==> src/simd_alu_pkg.sv <==
package simd_alu_pkg;

	// operand word width used unless the top level overrides it
	localparam int DATA_WIDTH_DEFAULT = 64;

	// opcodes
	typedef enum logic [3:0]
	{
		ADD,
		SUB,
		SLTU,
		SLTS,
		AND,
		OR,
		XOR,
		LSL,
		LSR,
		ASR
	} alu_op_t;

	// lane sizes within one operand word
	typedef enum logic [1:0]
	{
		SZ8,
		SZ16,
		SZ32,
		SZ64
	} lane_size_t;

	// lane width in bits, 7 bits wide so that 64 fits
	function automatic logic [6:0] lane_bits(input lane_size_t size);
		case (size)
			SZ8:     return 7'd8;
			SZ16:    return 7'd16;
			SZ32:    return 7'd32;
			default: return 7'd64;
		endcase
	endfunction

endpackage

==> src/sub_compare.sv <==
`timescale 1ns/10ps

module sub_compare #(parameter WIDTH = 64)
(
	input  logic [WIDTH-1:0] a,
	input  logic [WIDTH-1:0] b,
	output logic [WIDTH-1:0] diff,
	output logic             sltu,
	output logic             slts
);

	// one extra bit to hold the carry out
	logic [WIDTH:0] sum_full;
	logic           sign_a;
	logic           sign_b;
	logic           sign_r;
	logic           ovf;

	// a - b done as a + ~b + 1
	assign sum_full = {1'b0, a} + {1'b0, ~b} + {{WIDTH{1'b0}}, 1'b1};
	assign diff = sum_full[WIDTH-1:0];

	// no carry out means a borrow, so a < b unsigned
	assign sltu = ~sum_full[WIDTH];

	// sign bits of both operands and of the difference
	assign sign_a = a[WIDTH-1];
	assign sign_b = b[WIDTH-1];
	assign sign_r = sum_full[WIDTH-1];

	// overflow only when operand signs differ
	// and the result sign moved away from a
	assign ovf = (sign_a ^ sign_b) & (sign_a ^ sign_r);

	// signed less-than is N xor V, as on the 6502
	assign slts = sign_r ^ ovf;

endmodule

==> src/barrel_shift.sv <==
`timescale 1ns/10ps

module barrel_shift #(parameter WIDTH = 64)
(
	input  logic [WIDTH-1:0]        value,
	input  logic [WIDTH-1:0]        amount,
	input  simd_alu_pkg::alu_op_t   kind,
	output logic [WIDTH-1:0]        shifted
);

	import simd_alu_pkg::*;

	// number of conditional stages
	localparam int STAGES = $clog2(WIDTH);

	// stage 0 is the input, the last stage is the in-range result
	logic [WIDTH-1:0] stage [0:STAGES];
	// bit shifted in from the top for right shifts
	logic             fill;
	// any amount bit at or above WIDTH
	logic             too_far;

	assign fill = (kind == ASR) & value[WIDTH-1];
	assign too_far = |amount[WIDTH-1:STAGES];

	assign stage[0] = value;

	// stage i moves by 2**i when amount bit i is set
	genvar i;
	generate
		for (i = 0; i < STAGES; i++)
		begin : g_stage
			localparam int SH = 1 << i;

			// left shift pulls zeros in at the bottom
			// right shifts pull in fill at the top
			assign stage[i+1] = !amount[i] ? stage[i]
				: (kind == LSL) ? {stage[i][WIDTH-1-SH:0], {SH{1'b0}}}
				: {{SH{fill}}, stage[i][WIDTH-1:SH]};
		end
	endgenerate

	// every bit shifted out once the amount reaches WIDTH
	always_comb
	begin
		if (too_far)
		begin
			shifted = {WIDTH{fill}};
		end
		else
		begin
			shifted = stage[STAGES];
		end
	end

endmodule

==> src/lane_counter.sv <==
`timescale 1ns/10ps

module lane_counter
(
	input  logic                     clk,
	input  logic                     rst_n,
	input  logic                     start,
	input  simd_alu_pkg::lane_size_t size,
	input  logic                     step,
	output logic [2:0]               lane_idx,
	output logic                     last
);

	import simd_alu_pkg::*;

	// index of the top lane, one less than the lane count
	logic [2:0] top_idx;

	always_comb
	begin
		case (size)
			SZ8:     top_idx = 3'd7;
			SZ16:    top_idx = 3'd3;
			SZ32:    top_idx = 3'd1;
			default: top_idx = 3'd0;
		endcase
	end

	// counts from the top lane down to lane 0
	// stays on lane 0 once there
	always_ff @(posedge clk)
	begin
		if (!rst_n)
		begin
			lane_idx <= 3'd0;
		end
		else if (start)
		begin
			lane_idx <= top_idx;
		end
		else if (step && !last)
		begin
			lane_idx <= lane_idx - 3'd1;
		end
	end

	// lane 0 is always the final one written
	assign last = (lane_idx == 3'd0);

endmodule

==> src/alu_ctrl_fsm.sv <==
`timescale 1ns/10ps

module alu_ctrl_fsm
(
	input  logic clk,
	input  logic rst_n,
	input  logic req,
	input  logic last,
	output logic ack,
	output logic start,
	output logic capture,
	output logic lane_en
);

	typedef enum logic [1:0]
	{
		IDLE,
		RUN,
		HOLD,
		DROP
	} state_t;

	state_t state;
	state_t state_nxt;
	logic   ack_nxt;

	always_ff @(posedge clk)
	begin
		if (!rst_n)
		begin
			state <= IDLE;
			ack <= 1'b0;
		end
		else
		begin
			state <= state_nxt;
			ack <= ack_nxt;
		end
	end

	always_comb
	begin
		state_nxt = state;
		ack_nxt = ack;
		case (state)
			// wait for a request
			IDLE:
			begin
				if (req)
				begin
					state_nxt = RUN;
				end
			end

			// one lane per cycle until lane 0 is written
			RUN:
			begin
				if (last)
				begin
					state_nxt = HOLD;
				end
			end

			// raise ack one cycle after the last lane,
			// then keep it until the requester lets go
			HOLD:
			begin
				if (!ack)
				begin
					ack_nxt = 1'b1;
				end
				else if (!req)
				begin
					ack_nxt = 1'b0;
					state_nxt = DROP;
				end
			end

			// ack already low, back to idle
			default:
			begin
				state_nxt = IDLE;
			end
		endcase
	end

	// acceptance strobes, high in the cycle before edge 0
	assign capture = (state == IDLE) && req;
	assign start = (state == IDLE) && req;

	// lane writes while running
	assign lane_en = (state == RUN);

endmodule

==> src/lane_datapath.sv <==
`timescale 1ns/10ps

module lane_datapath #(parameter WIDTH_DATA = 64)
(
	input  logic                                 clk,
	input  logic                                 rst_n,
	input  logic                                 capture,
	input  simd_alu_pkg::alu_op_t                op,
	input  simd_alu_pkg::lane_size_t             size,
	input  logic [WIDTH_DATA-1:0]                a,
	input  logic [WIDTH_DATA-1:0]                b,
	input  logic                                 lane_en,
	input  logic [$clog2(WIDTH_DATA/8)-1:0]      lane_idx,
	output logic [WIDTH_DATA-1:0]                result
);

	import simd_alu_pkg::*;

	localparam logic [WIDTH_DATA-1:0] W_FULL = WIDTH_DATA'(WIDTH_DATA);
	localparam logic [WIDTH_DATA-1:0] W_ONE = WIDTH_DATA'(1);

	// request held for the whole computation
	alu_op_t                 op_q;
	lane_size_t              size_q;
	logic [WIDTH_DATA-1:0]   a_q;
	logic [WIDTH_DATA-1:0]   b_q;

	logic [WIDTH_DATA-1:0]   lane_w;
	logic [WIDTH_DATA-1:0]   lane_off;
	logic [WIDTH_DATA-1:0]   top_off;
	logic [WIDTH_DATA-1:0]   a_top;
	logic [WIDTH_DATA-1:0]   b_top;
	logic [WIDTH_DATA-1:0]   b_lane;
	logic [WIDTH_DATA-1:0]   amount;
	logic [WIDTH_DATA-1:0]   flag_one;
	logic [WIDTH_DATA-1:0]   diff;
	logic [WIDTH_DATA-1:0]   shifted;
	logic [WIDTH_DATA-1:0]   op_out;
	logic [WIDTH_DATA-1:0]   lane_mask;
	logic [WIDTH_DATA-1:0]   lane_val;
	logic                    sltu;
	logic                    slts;

	always_ff @(posedge clk)
	begin
		if (capture)
		begin
			op_q <= op;
			size_q <= size;
			a_q <= a;
			b_q <= b;
		end
	end

	// lane geometry
	assign lane_w = WIDTH_DATA'(lane_bits(size_q));
	assign lane_off = WIDTH_DATA'(lane_idx) * lane_w;
	assign top_off = W_FULL - lane_w;

	// lane moved to the top with zeros below
	assign a_top = (a_q >> lane_off) << top_off;
	assign b_top = (b_q >> lane_off) << top_off;

	// shift amount is the b lane capped at the lane width
	assign b_lane = b_top >> top_off;
	assign amount = (b_lane >= lane_w) ? lane_w : b_lane;

	// value 1 in the lane and still top aligned
	assign flag_one = W_ONE << top_off;

	sub_compare #(.WIDTH(WIDTH_DATA)) inst_sub_compare
	(
		.a(a_top),
		.b(b_top),
		.diff(diff),
		.sltu(sltu),
		.slts(slts)
	);

	barrel_shift #(.WIDTH(WIDTH_DATA)) inst_barrel_shift
	(
		.value(a_top),
		.amount(amount),
		.kind(op_q),
		.shifted(shifted)
	);

	always_comb
	begin
		case (op_q)
			ADD:     op_out = a_top + b_top;
			SUB:     op_out = diff;
			SLTU:    op_out = sltu ? flag_one : '0;
			SLTS:    op_out = slts ? flag_one : '0;
			AND:     op_out = a_top & b_top;
			OR:      op_out = a_top | b_top;
			XOR:     op_out = a_top ^ b_top;
			LSL:     op_out = shifted;
			LSR:     op_out = shifted;
			ASR:     op_out = shifted;
			default: op_out = '0;
		endcase
	end

	// top lane bits brought back down for insertion
	assign lane_mask = {WIDTH_DATA{1'b1}} >> top_off;
	assign lane_val = op_out >> top_off;

	// cleared on acceptance and then filled one lane per cycle
	always_ff @(posedge clk)
	begin
		if (!rst_n)
		begin
			result <= '0;
		end
		else if (capture)
		begin
			result <= '0;
		end
		else if (lane_en)
		begin
			result <= (result & ~(lane_mask << lane_off)) | (lane_val << lane_off);
		end
	end

endmodule

==> src/simd_alu_top.sv <==
`timescale 1ns/10ps

module simd_alu_top #(parameter WIDTH_DATA = simd_alu_pkg::DATA_WIDTH_DEFAULT)
(
	input  logic                     clk,
	input  logic                     rst_n,
	input  logic                     req,
	input  simd_alu_pkg::alu_op_t    op,
	input  simd_alu_pkg::lane_size_t size,
	input  logic [WIDTH_DATA-1:0]    a,
	input  logic [WIDTH_DATA-1:0]    b,
	output logic                     ack,
	output logic [WIDTH_DATA-1:0]    result
);

	localparam int IDX_W = $clog2(WIDTH_DATA / 8);

	// FSM strobes
	logic             start;
	logic             capture;
	logic             lane_en;
	// counter state
	logic [IDX_W-1:0] lane_idx;
	logic             last;

	alu_ctrl_fsm inst_fsm
	(
		.clk(clk),
		.rst_n(rst_n),
		.req(req),
		.last(last),
		.ack(ack),
		.start(start),
		.capture(capture),
		.lane_en(lane_en)
	);

	// advances only on lane write cycles
	lane_counter inst_counter
	(
		.clk(clk),
		.rst_n(rst_n),
		.start(start),
		.size(size),
		.step(lane_en),
		.lane_idx(lane_idx),
		.last(last)
	);

	lane_datapath #(.WIDTH_DATA(WIDTH_DATA)) inst_datapath
	(
		.clk(clk),
		.rst_n(rst_n),
		.capture(capture),
		.op(op),
		.size(size),
		.a(a),
		.b(b),
		.lane_en(lane_en),
		.lane_idx(lane_idx),
		.result(result)
	);

endmodule

==> config.mk <==
export PLATFORM = sky130hd
export DESIGN_NAME = simd_alu_top
export DESIGN_NICKNAME = d
export VERILOG_FILES = /design/src/simd_alu_pkg.sv /design/src/sub_compare.sv /design/src/barrel_shift.sv /design/src/lane_counter.sv /design/src/alu_ctrl_fsm.sv /design/src/lane_datapath.sv /design/src/simd_alu_top.sv
export SDC_FILE = /design/constraint.sdc
export NUM_CORES = 2
export LEC_CHECK = 0
export ABC_AREA = 1
export BUFFER_PORTS_ARGS = -buffer_cell sky130_fd_sc_hd__buf_2
export CAP_MARGIN = 15
export CORE_MARGIN = 2
export CORE_UTILIZATION = 40
export DETAILED_ROUTE_END_ITERATION = 12
export HOLD_SLACK_MARGIN = 0.05
export PLACE_DENSITY = 0.57
export REMOVE_ABC_BUFFERS = 1
export SYNTH_ARGS = -nofsm -noshare
export SYNTH_HDL_FRONTEND = slang
export SYNTH_SLANG_ARGS = --single-unit
==> constraint.sdc <==
create_clock -name clk -period 11.5 [get_ports clk]
set_clock_uncertainty 0.15 [all_clocks]
set_input_delay 0.575 -clock clk [delete_from_list [all_inputs] [get_ports clk]]
set_output_delay 0.575 -clock clk [all_outputs]
set_load 0.05 [all_outputs]
==> metrics.txt <==
# TYPE chip_impl_metric gauge
chip_impl_info{name="dominantRegCellSynth",value="edfxtp_1"} 1
chip_impl_metric{name="final_net_count",unit=""} 6458
chip_impl_metric{name="wirelength",unit="mm"} 196.1
chip_impl_info{name="result_of_the_run",value="finished clean"} 1
chip_impl_metric{name="layout_worst_path_cycle_share",unit="%"} 93.19
chip_impl_metric{name="dr.pass1.iters",unit=""} 9
chip_impl_metric{name="muxShareOfSynthArea",unit="%"} 0.05978
chip_impl_metric{name="drt-wirelength-per-cell",unit="um"} 27.22
chip_impl_info{name="category_of_cells_accounting_for_the_largest_share_of_critical_path_delay",value="simple AND/OR/NAND/NOR gates"} 1
chip_impl_metric{name="htree_levels",unit=""} 1
chip_impl_metric{name="portBuffers",unit=""} 201
chip_impl_metric{name="cp.required",unit="ns"} 11.82
chip_impl_metric{name="synth-async-reset-ratio",unit="%"} 0
chip_impl_metric{name="number_of_setup_violations_in_the_final_report",unit=""} 0
chip_impl_metric{name="synth_xor_area_share",unit="%"} 0.4446
chip_impl_metric{name="unique_cell_type_count_in_the_yosys_netlist",unit=""} 65
chip_impl_metric{name="die_y",unit="um"} 293.3
chip_impl_metric{name="insertion_delay",unit="ns"} 0.54
chip_impl_metric{name="critical_path.max_fanout",unit=""} 71
chip_impl_metric{name="rows",unit=""} 106
chip_impl_metric{name="fill_cells",unit=""} 9307
chip_impl_metric{name="clock_tree.buffer_depth",unit=""} 3
chip_impl_metric{name="synth_simple_gate_area_share",unit="%"} 41.53
chip_impl_info{name="critPathLaunchType",value="flip-flop"} 1
chip_impl_metric{name="timing.max_cap.violations",unit=""} 0
chip_impl_metric{name="core_box_area",unit="sq mm"} 0.08329
chip_impl_metric{name="synth-compound-area-share",unit="%"} 21.38
chip_impl_metric{name="sum_of_negative_setup_slack",unit="ns"} 0
chip_impl_metric{name="total_grt_overflow",unit=""} 0
chip_impl_metric{name="timing.final.max_slew_violations",unit=""} 0
chip_impl_metric{name="design.portCount",unit=""} 202
chip_impl_metric{name="yosys.area_share.adder",unit="%"} 8.093
chip_impl_info{name="clockRootBuffer",value="clkbuf_16"} 1
chip_impl_metric{name="hpwl",unit="mm"} 157.6
chip_impl_metric{name="report.final.hold_viol_count",unit=""} 0
chip_impl_metric{name="routed-via-count",unit=""} 44015
chip_impl_info{name="cts_tree",value="built"} 1
chip_impl_metric{name="yosysTopAreaCellShare",unit="%"} 21.14
chip_impl_metric{name="grt_start_max_net_pins",unit=""} 128
chip_impl_metric{name="worst-endpoint-arrival",unit="ns"} 11.03
chip_impl_info{name="post_synth_main_area_contributors",value="nand2_1 (21%), edfxtp_1 (12%), nand3_1 (10%), ha_1 (7.7%), a21oi_1 (7.6%)"} 1
chip_impl_metric{name="timing.critical_path.buf_inv",unit=""} 7
chip_impl_info{name="timing.critical_path.slowest_stage_cell",value="a22oi_1"} 1
chip_impl_metric{name="synth.yosys.seq_area_share",unit="%"} 16.20
chip_impl_info{name="min-delay-path-class",value="primary input to flip-flop"} 1
chip_impl_metric{name="worst_setup_hold_path_clk_slew",unit="ns"} 0.06
chip_impl_metric{name="timing_worst_slew_pin_value",unit="ns"} 1.391
chip_impl_metric{name="flow.area_growth_from_synthesis",unit="%"} 10.38
chip_impl_metric{name="die_area",unit="sq mm"} 0.08605
chip_impl_metric{name="cpPeakStageDelay",unit="ns"} 0.70
chip_impl_metric{name="final.hold.worst_slack",unit="ns"} 0.06162
chip_impl_metric{name="max-slew-margin-rel",unit="%"} 6.059
chip_impl_metric{name="ant_nets",unit=""} 0
chip_impl_metric{name="die_width",unit="um"} 293.3
chip_impl_metric{name="synth_cells",unit=""} 6042
chip_impl_metric{name="finalWeightedCongestion",unit=""} 1.136
chip_impl_metric{name="syn-cell-area",unit="sq mm"} 0.03349
chip_impl_info{name="yosysTopAreaCell",value="nand2_1"} 1
chip_impl_metric{name="cts.sinks",unit=""} 204
chip_impl_info{name="endpoint_class_of_the_critical_path",value="flip-flop"} 1
chip_impl_metric{name="max_clock_freq",unit="MHz"} 93.31
chip_impl_info{name="mostFrequentLayoutCell",value="nand2_1"} 1
chip_impl_metric{name="initial_antenna_violation_count",unit=""} 8
chip_impl_metric{name="grt_pass1_wl",unit="mm"} 279.4
chip_impl_metric{name="tritoncts.num_buffers",unit=""} 21
chip_impl_info{name="path_common_cell",value="nand2_1"} 1
chip_impl_metric{name="yosysWarnings",unit=""} 0
chip_impl_metric{name="grt_usage",unit="%"} 44.02
chip_impl_metric{name="synth_area_per_cell",unit="sq um"} 5.542
chip_impl_info{name="dominant_combinational_cell_family_by_area_after_synthesis",value="simple AND/OR/NAND/NOR gates"} 1
chip_impl_metric{name="initial_core_util",unit="%"} 40.20
chip_impl_metric{name="first_global_vias",unit=""} 40106
chip_impl_info{name="layout.cells.most_common_list",value="nand2_1 (1884), nand3_1 (701), inv_1 (614)"} 1
chip_impl_metric{name="vias_per_cell",unit=""} 6.109
chip_impl_metric{name="route.detailed.drc",unit=""} 0
chip_impl_info{name="crit_type",value="flip-flop to flip-flop"} 1
chip_impl_metric{name="finalWorstPathRequiredPeriod",unit="ns"} 10.72
chip_impl_metric{name="first_iter_violations",unit=""} 5954
chip_impl_metric{name="synth_edf_count",unit=""} 134
chip_impl_metric{name="yosys_register_bits",unit=""} 204
chip_impl_metric{name="post_route_cells_drive_above_1_share",unit="%"} 7.758
chip_impl_info{name="rsz0062_at_grt",value="false"} 1
## worst register-to-register path, delay by kind of cell, from the launching register on
kind / cells / cell delay, ns
simple gates: 29 / 4.79
compound gates: 4 / 1.27
flops: 1 / 0.53
fa+ha+maj: 4 / 1.57
buf+inv: 7 / 2.36
## metal layers
layer / part of all wire, % / vias to the layer above / global-route usage [%]
met1: 39 / 20525 / 55.92
met4: 9.1 / 8 / 32.49
met5: 0.096 / - / 0
li1: - / 20208 / -
met2: 41 / 2721 / 65.23
met3: 11 / 553 / 9.781
## registers in the layout (all words and copies together) (netlist names)
name / count
inst_datapath.size_q: 2
inst_datapath.b_q: 64
inst_datapath.a_q: 64
inst_fsm.ack: 1
inst_datapath.result: 64
inst_datapath.op_q: 4
inst_fsm.state: 2
inst_counter.lane_idx: 3
## final timing paths
check	from	end	slack [ns]	cells past startpoint
worst max-delay path	inst_datapath.size_q[1]$_DFFE_PP_	inst_datapath.result[41]$_SDFFE_PP0P_	0.78	44
worst min-delay path	a[38]	inst_datapath.a_q[38]$_DFFE_PP_	0.06	1
worst max register to register	inst_datapath.size_q[1]$_DFFE_PP_	inst_datapath.result[41]$_SDFFE_PP0P_	0.78	44
worst min register to register	inst_datapath.result[39]$_SDFFE_PP0P_	inst_datapath.result[39]$_SDFFE_PP0P_	0.31	2
## area by class of cell
class / count / area, sq um / area share [%]
timing repair buffer: 419 / 2973 / 8.043
sequential: 204 / 5425 / 14.68
antenna: 2 / 5.005 / 0.01354
clock buffer: 30 / 580.6 / 1.571
clock inverter: 8 / 53.80 / 0.1456
inverter: 656 / 2476 / 6.699
tap: 1080 / 1351 / 3.656
multi-input combinational: 4806 / 24100 / 65.19
## what timing repair did
action	4_1_cts	5_1_grt
hold endpoints to repair	85	1
endpoints found under the setup margin	0	4
hold buffers	85	1
setup buffers	0	0
gates resized for setup	0	1
## logic make-up after synthesis
| logic type | after synthesis |
|---|---|
| AOI/OAI and AO/OA | 1283 |
| xor gates and xnor gates | 17 |
| adders and majority gates | 213 |
| buffers and inverters | 1032 |
| DFF | 204 |
| muxes | 2 |
| and+or+nand+nor | 3291 |
## synthesized netlist by cell type, types with 5 or more instances
| cell | instances |
|---|---|
| nand2_1 | 1886 |
| nand3_1 | 701 |
| inv_1 | 615 |
| a21oi_1 | 508 |
| nor2_1 | 457 |
| o21ai_0 | 377 |
| ha_1 | 207 |
| clkbuf_1 | 199 |
| nand4_1 | 138 |
| edfxtp_1 | 134 |
| o21ai_1 | 96 |
| buf_2 | 86 |
| dfxtp_1 | 70 |
| buf_1 | 65 |
| o22ai_1 | 62 |
| a31oi_1 | 45 |
| nor3_1 | 43 |
| o211ai_1 | 32 |
| inv_2 | 25 |
| or2_2 | 23 |
| a21boi_0 | 21 |
| o21a_1 | 19 |
| a2111oi_0 | 18 |
| buf_4 | 17 |
| o221ai_1 | 17 |
| xor2_1 | 17 |
| clkinv_1 | 14 |
| a211oi_1 | 13 |
| a22oi_1 | 13 |
| a221oi_1 | 12 |
| o2111ai_1 | 10 |
| buf_6 | 9 |
| nand2_2 | 8 |
| o21bai_1 | 8 |
| nor2_2 | 7 |
| fa_1 | 6 |
| nor2_4 | 5 |
| o31ai_1 | 5 |
## through the flow
| step | util, % | instances | instance area (sq um) | worst slack, ns |
|---|---|---|---|---|
| finish | 44.38 | 7205 | 36960 | 0.7828 |
| CTS | 44.31 | 7198 | 36910 | 0.9331 |
| floorplan | - | 5666 | 31840 | -5.219 |
| detailed placement | 42.53 | 7075 | 35420 | 0.9741 |
| global route | 44.37 | 7203 | 36960 | 0.06334 |
| global placement | 42.53 | 7075 | 35420 | 1.136 |
Power is not shown: default switching activity piles up to over one toggle a cycle in this logic, so the estimate is an artifact.
